[src/logic/convCfgPkg.sv]
package convCfgPkg;

    // Layer shape.
    localparam int NumIn      = 4;
    localparam int NumOut     = 4;
    localparam int PixelCount = 8;                  // Pixels per compute phase.
    localparam int OutShift   = 6;
    localparam int NumWeights = NumIn * NumOut;
    localparam int NumParams  = NumWeights + NumOut; // Weights then biases.

    // Datapath widths.
    localparam int FeatW   = 8;
    localparam int WeightW = 8;
    localparam int BiasW   = 16;
    localparam int AccW    = 20;
    localparam int OutW    = 8;
    localparam int ParamW  = 16;                    // Width of the parameter strobe bus.
    localparam int OutMax  = (1 << OutW) - 1;

    localparam int WeightAddrW = $clog2(NumWeights);
    localparam int BiasAddrW   = $clog2(NumOut);
    localparam int ParamIdxW   = $clog2(NumParams);

    typedef logic signed [WeightW-1:0] weight_t;
    typedef logic signed [BiasW-1:0]   bias_t;
    typedef logic signed [FeatW-1:0]   feat_t;
    typedef feat_t [NumIn-1:0]         pixelIn_t;
    typedef logic signed [AccW-1:0]    acc_t;
    typedef logic [NumOut-1:0][OutW-1:0] pixelOut_t;

endpackage

[src/logic/convCtrlPkg.sv]
package convCtrlPkg;

    typedef logic [3:0] ctrlCode_t;

    localparam ctrlCode_t CmdLoad    = 4'b0001;
    localparam ctrlCode_t CmdCompute = 4'b0010;
    localparam ctrlCode_t CmdAck     = 4'b1111;

    typedef enum logic [3:0] {
        IdleSt    = 4'b0000,
        ParaSt    = 4'b0001,
        ComputeSt = 4'b0010,
        ParaIrqSt = 4'b0011,
        FeatIrqSt = 4'b1111
    } layerState_t;

    typedef logic [3:0] status_t;

    // Both interrupt states report the same code to the host.
    localparam status_t StatusIdle    = 4'b0000;
    localparam status_t StatusPara    = 4'b0001;
    localparam status_t StatusCompute = 4'b0010;
    localparam status_t StatusIrq     = 4'b1111;

endpackage

[src/logic/conv1x1Top.sv]
module conv1x1Top
    import convCfgPkg::*;
    import convCtrlPkg::*;
(
    input  logic              clk,
    input  logic              rst,
    input  ctrlCode_t         control,
    input  logic              paramWe,
    input  logic [ParamW-1:0] paramData,
    input  logic              pixelValid,
    input  pixelIn_t          pixelData,
    output status_t           status,
    output logic              dmaReadValid,
    output logic              dmaWriteValid,
    output logic              layerDone,
    output logic              outValid,
    output pixelOut_t         outData
);

    logic                   loadStart;
    logic                   computeStart;
    logic                   paramDone;
    logic                   featDone;
    logic                   weightWe;
    logic                   biasWe;
    logic [WeightAddrW-1:0] paramAddr;
    weight_t                weightData;
    bias_t                  biasData;
    weight_t                weights [NumWeights];
    bias_t                  biases [NumOut];
    logic                   sumValid;
    acc_t                   sums [NumOut];

    convLayerFsm u_convLayerFsm (
        .clk           (clk),
        .rst           (rst),
        .control       (control),
        .paramDone     (paramDone),
        .featDone      (featDone),
        .status        (status),
        .loadStart     (loadStart),
        .computeStart  (computeStart),
        .dmaReadValid  (dmaReadValid),
        .dmaWriteValid (dmaWriteValid),
        .layerDone     (layerDone)
    );

    paramLoader u_paramLoader (
        .clk        (clk),
        .rst        (rst),
        .loadStart  (loadStart),
        .paramWe    (paramWe),
        .paramData  (paramData),
        .weightWe   (weightWe),
        .biasWe     (biasWe),
        .paramAddr  (paramAddr),
        .weightData (weightData),
        .biasData   (biasData),
        .paramDone  (paramDone)
    );

    paramStore #(.payload_t(weight_t), .Depth(NumWeights)) u_weightStore (
        .clk      (clk),
        .rst      (rst),
        .we       (weightWe),
        .addr     (paramAddr),
        .wrData   (weightData),
        .contents (weights)
    );

    paramStore #(.payload_t(bias_t), .Depth(NumOut)) u_biasStore (
        .clk      (clk),
        .rst      (rst),
        .we       (biasWe),
        .addr     (paramAddr[BiasAddrW-1:0]), // Bias store is shallower.
        .wrData   (biasData),
        .contents (biases)
    );

    macArray u_macArray (
        .clk        (clk),
        .rst        (rst),
        .pixelValid (pixelValid),
        .pixelData  (pixelData),
        .weights    (weights),
        .biases     (biases),
        .sumValid   (sumValid),
        .sums       (sums)
    );

    requantOut u_requantOut (
        .clk          (clk),
        .rst          (rst),
        .computeStart (computeStart),
        .sumValid     (sumValid),
        .sums         (sums),
        .outValid     (outValid),
        .outData      (outData),
        .featDone     (featDone)
    );

endmodule

[src/logic/convLayerFsm.sv]
module convLayerFsm
    import convCtrlPkg::*;
(
    input  logic      clk,
    input  logic      rst,
    input  ctrlCode_t control,
    input  logic      paramDone,
    input  logic      featDone,
    output status_t   status,
    output logic      loadStart,
    output logic      computeStart,
    output logic      dmaReadValid,
    output logic      dmaWriteValid,
    output logic      layerDone
);

    layerState_t currentState;
    layerState_t nextState;

    logic enterPara;
    logic enterCompute;
    logic exitFeat;

    always_ff @(posedge clk) begin
        if (rst) begin
            currentState <= IdleSt;
        end else begin
            currentState <= nextState;
        end
    end

    always_comb begin
        nextState = currentState; // Hold on unexpected codes.
        case (currentState)
            IdleSt: begin
                if (control == CmdCompute) begin
                    nextState = ComputeSt;
                end else if (control == CmdLoad) begin
                    nextState = ParaSt;
                end
            end
            ParaSt: begin
                if (paramDone) begin
                    nextState = ParaIrqSt;
                end
            end
            ComputeSt: begin
                if (featDone) begin
                    nextState = FeatIrqSt;
                end
            end
            ParaIrqSt, FeatIrqSt: begin
                if (control == CmdAck) begin
                    nextState = IdleSt;
                end
            end
            default: nextState = IdleSt;
        endcase
    end

    assign enterPara    = (currentState == IdleSt) && (nextState == ParaSt);
    assign enterCompute = (currentState == IdleSt) && (nextState == ComputeSt);
    assign exitFeat     = (currentState == FeatIrqSt) && (nextState == IdleSt);

    // Pulses follow the transition by one cycle.
    always_ff @(posedge clk) begin
        if (rst) begin
            loadStart     <= 1'b0;
            computeStart  <= 1'b0;
            dmaReadValid  <= 1'b0;
            dmaWriteValid <= 1'b0;
            layerDone     <= 1'b0;
        end else begin
            loadStart     <= enterPara;
            computeStart  <= enterCompute;
            dmaReadValid  <= enterPara || enterCompute;
            dmaWriteValid <= enterCompute; // Results go back out.
            layerDone     <= exitFeat;
        end
    end

    always_ff @(posedge clk) begin
        if (rst) begin
            status <= StatusIdle;
        end else begin
            case (currentState)
                IdleSt:               status <= StatusIdle;
                ParaSt:               status <= StatusPara;
                ComputeSt:            status <= StatusCompute;
                ParaIrqSt, FeatIrqSt: status <= StatusIrq;
                default:              status <= StatusIdle;
            endcase
        end
    end

endmodule

[src/logic/macArray.sv]
module macArray
    import convCfgPkg::*;
(
    input  logic     clk,
    input  logic     rst,
    input  logic     pixelValid,
    input  pixelIn_t pixelData,
    input  weight_t  weights [NumWeights],
    input  bias_t    biases [NumOut],
    output logic     sumValid,
    output acc_t     sums [NumOut]
);

    localparam int ProdW = FeatW + WeightW;

    logic signed [ProdW-1:0] prods [NumWeights];
    logic                    prodValid;
    acc_t                    sumNext [NumOut];

    // Stage one. Weight index is output * NumIn + input.
    always_ff @(posedge clk) begin
        for (int o = 0; o < NumOut; o++) begin
            for (int i = 0; i < NumIn; i++) begin
                prods[o*NumIn+i] <= $signed(pixelData[i]) * weights[o*NumIn+i];
            end
        end
    end

    always_comb begin
        for (int o = 0; o < NumOut; o++) begin
            sumNext[o] = acc_t'(biases[o]);
            for (int i = 0; i < NumIn; i++) begin
                sumNext[o] = sumNext[o] + acc_t'(prods[o*NumIn+i]);
            end
        end
    end

    // Stage two.
    always_ff @(posedge clk) begin
        for (int o = 0; o < NumOut; o++) begin
            sums[o] <= sumNext[o];
        end
    end

    always_ff @(posedge clk) begin
        if (rst) begin
            prodValid <= 1'b0;
            sumValid  <= 1'b0;
        end else begin
            prodValid <= pixelValid;
            sumValid  <= prodValid;
        end
    end

endmodule

[src/logic/paramLoader.sv]
module paramLoader
    import convCfgPkg::*;
(
    input  logic                   clk,
    input  logic                   rst,
    input  logic                   loadStart,
    input  logic                   paramWe,
    input  logic [ParamW-1:0]      paramData,
    output logic                   weightWe,
    output logic                   biasWe,
    output logic [WeightAddrW-1:0] paramAddr,
    output weight_t                weightData,
    output bias_t                  biasData,
    output logic                   paramDone
);

    localparam logic [ParamIdxW-1:0] LastIdx   = ParamIdxW'(NumParams - 1);
    localparam logic [ParamIdxW-1:0] BiasFirst = ParamIdxW'(NumWeights);

    logic                 armed;
    logic [ParamIdxW-1:0] paramIdx;
    logic                 accept;
    logic                 isBias;
    logic [ParamIdxW-1:0] storeIdx;

    assign accept = paramWe && armed;
    assign isBias = (paramIdx >= BiasFirst);

    // Biases restart at address zero in their own store.
    assign storeIdx  = isBias ? (paramIdx - BiasFirst) : paramIdx;
    assign paramAddr = storeIdx[WeightAddrW-1:0];

    assign weightWe   = accept && !isBias;
    assign biasWe     = accept && isBias;
    assign weightData = weight_t'(paramData[WeightW-1:0]); // Low byte only.
    assign biasData   = bias_t'(paramData);

    always_ff @(posedge clk) begin
        if (rst) begin
            armed     <= 1'b0;
            paramIdx  <= '0;
            paramDone <= 1'b0;
        end else begin
            paramDone <= 1'b0;
            if (loadStart) begin
                armed    <= 1'b1;
                paramIdx <= '0;
            end else if (accept) begin
                if (paramIdx == LastIdx) begin
                    armed     <= 1'b0;
                    paramIdx  <= '0;
                    paramDone <= 1'b1;
                end else begin
                    paramIdx <= paramIdx + 1'b1;
                end
            end
        end
    end

endmodule

[src/logic/paramStore.sv]
module paramStore #(
    parameter type payload_t = logic [7:0],
    parameter int  Depth     = 16
) (
    input  logic                     clk,
    input  logic                     rst,
    input  logic                     we,
    input  logic [$clog2(Depth)-1:0] addr,
    input  payload_t                 wrData,
    output payload_t                 contents [Depth]
);

    // Whole array is visible in parallel to the datapath.
    always_ff @(posedge clk) begin
        if (rst) begin
            for (int i = 0; i < Depth; i++) begin
                contents[i] <= '0;
            end
        end else if (we) begin
            contents[addr] <= wrData;
        end
    end

endmodule

[src/logic/requantOut.sv]
module requantOut
    import convCfgPkg::*;
(
    input  logic      clk,
    input  logic      rst,
    input  logic      computeStart,
    input  logic      sumValid,
    input  acc_t      sums [NumOut],
    output logic      outValid,
    output pixelOut_t outData,
    output logic      featDone
);

    localparam int              CntW    = $clog2(PixelCount);
    localparam logic [CntW-1:0] LastPix = CntW'(PixelCount - 1);

    acc_t      shifted [NumOut];
    pixelOut_t nextData;
    logic      armed;
    logic [CntW-1:0] pixCnt;

    // ReLU, shift, then clamp to the output range.
    always_comb begin
        for (int c = 0; c < NumOut; c++) begin
            shifted[c] = sums[c] >>> OutShift;
            if (sums[c] < 0) begin
                nextData[c] = '0;
            end else if (shifted[c] > acc_t'(OutMax)) begin
                nextData[c] = OutW'(OutMax);
            end else begin
                nextData[c] = shifted[c][OutW-1:0];
            end
        end
    end

    always_ff @(posedge clk) begin
        outData <= nextData;
    end

    always_ff @(posedge clk) begin
        if (rst) begin
            outValid <= 1'b0;
            armed    <= 1'b0;
            pixCnt   <= '0;
            featDone <= 1'b0;
        end else begin
            outValid <= sumValid;
            featDone <= 1'b0;
            if (computeStart) begin
                armed  <= 1'b1;
                pixCnt <= '0;
            end else if (armed && outValid) begin
                if (pixCnt == LastPix) begin
                    armed    <= 1'b0;
                    pixCnt   <= '0;
                    featDone <= 1'b1; // Feature map finished.
                end else begin
                    pixCnt <= pixCnt + 1'b1;
                end
            end
        end
    end

endmodule

[config.mk]
export PLATFORM = sky130hd
export DESIGN_NAME = conv1x1Top
export DESIGN_NICKNAME = d
export VERILOG_FILES = /design/src/logic/convCfgPkg.sv /design/src/logic/convCtrlPkg.sv /design/src/logic/conv1x1Top.sv /design/src/logic/convLayerFsm.sv /design/src/logic/macArray.sv /design/src/logic/paramLoader.sv /design/src/logic/paramStore.sv /design/src/logic/requantOut.sv
export SDC_FILE = /design/constraint.sdc
export NUM_CORES = 2
export LEC_CHECK = 0
export ABC_AREA = 1
export BUFFER_PORTS_ARGS = -buffer_cell sky130_fd_sc_hd__buf_4
export CORE_MARGIN = 1.5
export CORE_UTILIZATION = 43
export DETAILED_ROUTE_END_ITERATION = 7
export GPL_TIMING_DRIVEN = 0
export PLACE_DENSITY = 0.6
export SLEW_MARGIN = 20
export SYNTH_ARGS = -nofsm -noshare
export SYNTH_HDL_FRONTEND = slang
export SYNTH_SLANG_ARGS = --single-unit
[constraint.sdc]
create_clock -name clk -period 7.5 [get_ports clk]
set_input_delay 0.75 -clock clk [delete_from_list [all_inputs] [get_ports clk]]
set_output_delay 0.75 -clock clk [all_outputs]
set_load 0.01 [all_outputs]
======== After elaboration in Yosys (flattened, before gate mapping) ========
Memories as Yosys holds them, arrays and structs flattened.
Cells that the tools add are included.
word-level totals
  register bits ........................... 331
  bits in writable memories ............... 256
  input bits .............................. 56
  output and inout bits ................... 40
  word-level logic and storage cells ...... 159
  memories ................................ 1
operators by class
  add/subtract/negate cells ............... 19
  $mul .................................... 16
  order comparisons ....................... 13
  equal/unequal tests ..................... 11
  muxes and demuxes ....................... 28
  bitwise operators ....................... 4
  reduce and logical (&&, ||, !) cells .... 24
memories
  name              depth  bits a word  read ports  clocked after Yosys merged registers in  wr ports  RTL line        text
  u_macArray.prods  16     16           16          0                                        16        macArray.sv:16  logic signed [ProdW-1:0] prods [NumWeights];
operators with widths
  cell                 number
  $mul 8x8->16         16
  $bwmux 128           1
  $add 20x16->20       6
  $lt 20x1->1 const B  4
  $add 17x16->18       4
  $add 16x16->17       4
  $bwmux 64            1
  $gt 14x9->1 const B  4
  $mux 8               5
  $demux 16 s2         1
  $demux 8 s4          1
  $mux 4               6
  $add 19x16->20       1
  $add 18x16->19       1
  $eq 4x2->1 const B   4
  $mux 16              1
  $pmux 4 s4           1
  $eq 4x1->1 const B   3
  $pmux 4 s3           1
  $ge 5x5->1 const B   2
  $logic_and 1x1->1    9
  $eq 4x4->1 const B   2
  $logic_not 4->1      2
  $mux 1               8
  other kinds (19)     27

======== Depth between registers and ports, before layout ========
  depth after elaboration ................. 8
  depth in mapped cells ................... 24
  depth with buffers taken out ............ 24

======== By module ========
A second synthesis with hierarchy kept.
second synthesis, totals
  cells, all modules ...................... 8929
  area total of the unflattened synthesis .. 68132.8 um^2
by module, submodules not included
  module                       times used  cells an instance  area an instance (um^2)  sequential area each (um^2)
  macArray                     1           7479               58153.3                  6766.5
  paramStore at u_weightStore  1           737                4988.5                   2562.5
  paramStore at u_biasStore    1           413                2651.3                   1281.2
  requantOut                   1           144                1239.9                   760.7
  paramLoader                  1           77                 563.0                    140.1
  convLayerFsm                 1           79                 536.8                    220.2

======== Worst setup path before layout ========
No wires, ideal clock.
  path kind ............................... input to register
  from .................................... in pixelData[13] in the netlist's numbering
  to ...................................... mem u_macArray.prods[1][90] in the netlist's numbering
  library setup time ...................... 0.072 ns
  arrival time ............................ 4.524 ns
  required time ........................... 7.428 ns
  setup slack ............................. 2.905 ns
  stages on the path ...................... 16
  path buffers ............................ 2
  path through ............................ clkbuf_1 -> buf_1 -> nand2_1 -> fa_1 -> fa_1 -> inv_1 -> fa_1 -> inv_1 -> fa_1 -> inv_1 -> ha_1 -> inv_1 -> o31ai_1 -> nand2_1 -> nand2_1 -> xor2_1
RTL lines
  element          RTL line          text
  start, declared  conv1x1Top.sv:11  input pixelIn_t pixelData,
  end, declared    macArray.sv:16

==> results.md <==
- Starting Density: between 40% and 50%
- Nets: about 10000
- Sequential fraction of the synthesis area: around 17%
- VDD IR max: ~0.14 mV
- Leakage: approximately 39 nW
- Die Wd: about 400 um
- Max-cap viol count: 0
- Share of layout cells above drive strength 1: 3.153%
- Num rows: ~140
- Synth area leaders: fa_1 31%, dfxtp_1 17%, inv_1 13%
- Routability cong.: roughly 0.96
- Clock Latency Late Sink: around 700 ps
- Ys flop type: dfxtp_1
- Asr flop ratio synth: 0%
- ANT nets after route: 0
- Placed wire-length estimate: approximately 160000 um
- Slowest stage cell, crit path: clkbuf_1
- Final hold violation count: 0
- Clk sinks: about 560
- Number of setup buffers added after CTS: 0
- Yosys cell types: between 40 and 50
- F_max: 186.5 MHz
- Final Instance Area: between 70000 and 80000 um2
- Area Growth Syn to Fin: 8.391%
- Largest area contributor in the netlist: fa_1
- Register area: roughly 11000 um2
- Crit share post-route: between 70% and 80%
- Post-DP Area: 69260 um2
- Final wirelength: ~190000 um
- Outcome: finished, final reports clean
- Setup crit end kind: flip-flop
- Pwr dens: 98.90 nW/um2
- DIE AREA: around 160000 um2
- Worst-Margin Slew: 1159 ps
- Worst-path cell chain: clkbuf_1 > clkbuf_1 > nand2_1 > fa_1 > fa_1 > inv_1 > fa_1 > inv_1 > fa_1 > inv_1 > ha_1 > a21oi_1 > o21ai_0 > nand2_1 > nand3_1 > xor2_1
- Top-Level Pins: between 90 and 100
- Syn. warnings: 0
- Routed vias: 51910
- Hold buffers post-CTS: 0
- Vias in the first global route: roughly 52000
- Synthesized area: roughly 66000 um2
- EDFF count, synth: 0
- Total CTS buffers: 70
- Worst Hold Class: primary input to flip-flop
- Drt pass-1 iters: 6
- Port Buffers: between 50 and 60
- Clock Pin Slew Worst Setup and Hold Paths: roughly 60 ps
- Starting DRT DRC Count: 3800
- Clock buffer depth: 3
- Setup TNS: 0 ps
- Total global-route track usage: 24.68%
- WL per Instance: around 18 um
- Fillers: roughly 15000
- Max stage delay on crit path: roughly 700 ps
- Most used cell, CP: fa_1
- Area of the multi-input gates: around 45000 um2
- Final count of pins violating max slew: 0
- CTS tree: yes
- Synth Instances: ~8400
- Final min period: 5361 ps
- Largest net degree at the start of global routing: 14
- WP data required: 8050 ps
- Setup Skew: just under 70 ps
- CP Launch Type: primary input
- Setup violators final: 0
- Slew HR: 22.73%
- Antenna violations before repair: 12
- First-pass GRT wire length: between 200000 and 300000 um
- Synthesis-stage register bit count: between 500 and 600
- CTS Root Cell: clkbuf_16
- Syn Area/Cell: 7.848 um2
- CP arrival: between 5000 and 6000 ps
- H-tree levels: 3
- Unrepaired setup endpoints after global routing: no
- Routed vias/inst: just under 5
- Yosys top cell area share: 31.17%
- Core area: 152400 um2
- Gr ovfl total: 0
- CTS resizes: 0
- Critical path type: primary input to flip-flop
- Syn_nets: slightly above 10000
- CP Max Fanout: 10
- Height of the die: roughly 400 um
- DRC Markers: 0
- Post-synth top cells: 2215 x inv_1, 1761 x nand2_1, 1031 x fa_1
- Most common cell in the synthesized netlist: inv_1
## critical path, delay by kind of cell
family,cells,cell delay (ps)
adder cells (fa/ha/maj),5,2340
XOR/XNOR,1,500
AO/OA/AOI/OAI,2,440
buffers and inverters,5,1520
AND/OR/NAND/NOR,3,330
## cell usage in the layout, fill, tap and decap left out, types with 7 or more instances in the layout
cell and count:
bufinv_16 7, inv_2 21, clkinv_2 10, dfxtp_1 562
buf_1 17, nand2_1 1761, a21oi_1 307, nor3_1 53
nand3b_1 13, nand4_1 25, nor2_4 19, xnor2_1 154
nor2_1 593, or2_2 7, nand3_1 193, ha_1 590
clkinvlp_4 9, a21o_1 16, clkbuf_2 18, xor2_1 154
clkbuf_1 237, buf_4 60, inv_1 2215, clkbuf_16 70
a31oi_1 30, o21ai_0 327, o21ai_1 16, fa_1 1031
clkbuf_8 8, diode_2 8, o21bai_1 26
## state kept, by name, indices dropped and copies added, names as in the netlist, 3 cells and up
register	cells
u_requantOut.pixCnt	3
u_macArray.prods	256
u_macArray.sums	56
u_convLayerFsm.currentState	4
u_biasStore.contents	64
u_paramLoader.paramIdx	5
u_weightStore.contents	128
u_requantOut.outData	32
u_convLayerFsm.status	3
## power breakdown
part | switching, mW | internal [mW]
sequential | 0.00888 | 3.01
clock | 1.57 | 2.09
combinational | 0.332 | 0.0840
total | 1.91 | 5.19
## per-layer routing
metal,part of all wire (%),routed length (um),track usage (%),vias up
met3,5.9,11170,3.394,358
met4,4.7,8893,10.43,6
li1,-,-,-,25020
met2,46,88020,40.94,1452
met1,43,81520,32.25,25080
met5,0.037,71,0,-
## through the flow
| step | util [%] | instances | power [mW] | hold WS, ps | worst slack (ps) |
|---|---|---|---|---|---|
| 2_1_floorplan | - | 8438 | 3.262 | 388.3 | 2905 |
| 6_report | 47.08 | 10670 | 7.098 | 261.5 | 2139 |
| 3_5_place_dp | 45.44 | 10530 | 3.494 | 398.4 | 1487 |
| 4_1_cts | 47.07 | 10660 | 7.164 | 226.6 | 2163 |
| 3_3_place_gp | 45.39 | 10530 | 3.489 | 391.5 | 1465 |
| 5_1_grt | 47.08 | 10660 | 7.304 | 280.1 | 1893 |
## final cells by class
class                           count  area share (%)
Multi-Input combinational cell   5363           63.36
Clock buffer                       87           2.641
Sequential cell                   562           15.68
Tap cell                         2030           3.539
Timing Repair Buffer               60          0.6729
Inverter                         2239           11.72
Antenna cell                        8         0.02789
Buffer                            274           1.534
Clock inverter                     42          0.8298
## path summary, 6_finish.rpt
kind,to,cells past startpoint,start,slack (ps)
min,u_macArray.prodValid,3,pixelValid,260
max,u_macArray.prods[1][126],16,pixelData[25],2140
max reg2reg,u_macArray.prods[0][110],15,u_weightStore.contents[74],2450
min reg2reg,u_requantOut.outValid,2,u_macArray.sumValid,400
## logic make-up after synthesis
| kind of cell | Yosys count | synth area share, % |
|---|---|---|
| flops | 562 | 16.99 |
| compound gates | 747 | 5.969 |
| fa+ha+maj | 1621 | 42.32 |
| buf+inv | 2513 | 14.33 |
| xor+xnor | 308 | 4.074 |
| simple gates | 2687 | 16.32 |
Note: power is estimated with default switching activity, not from simulation.
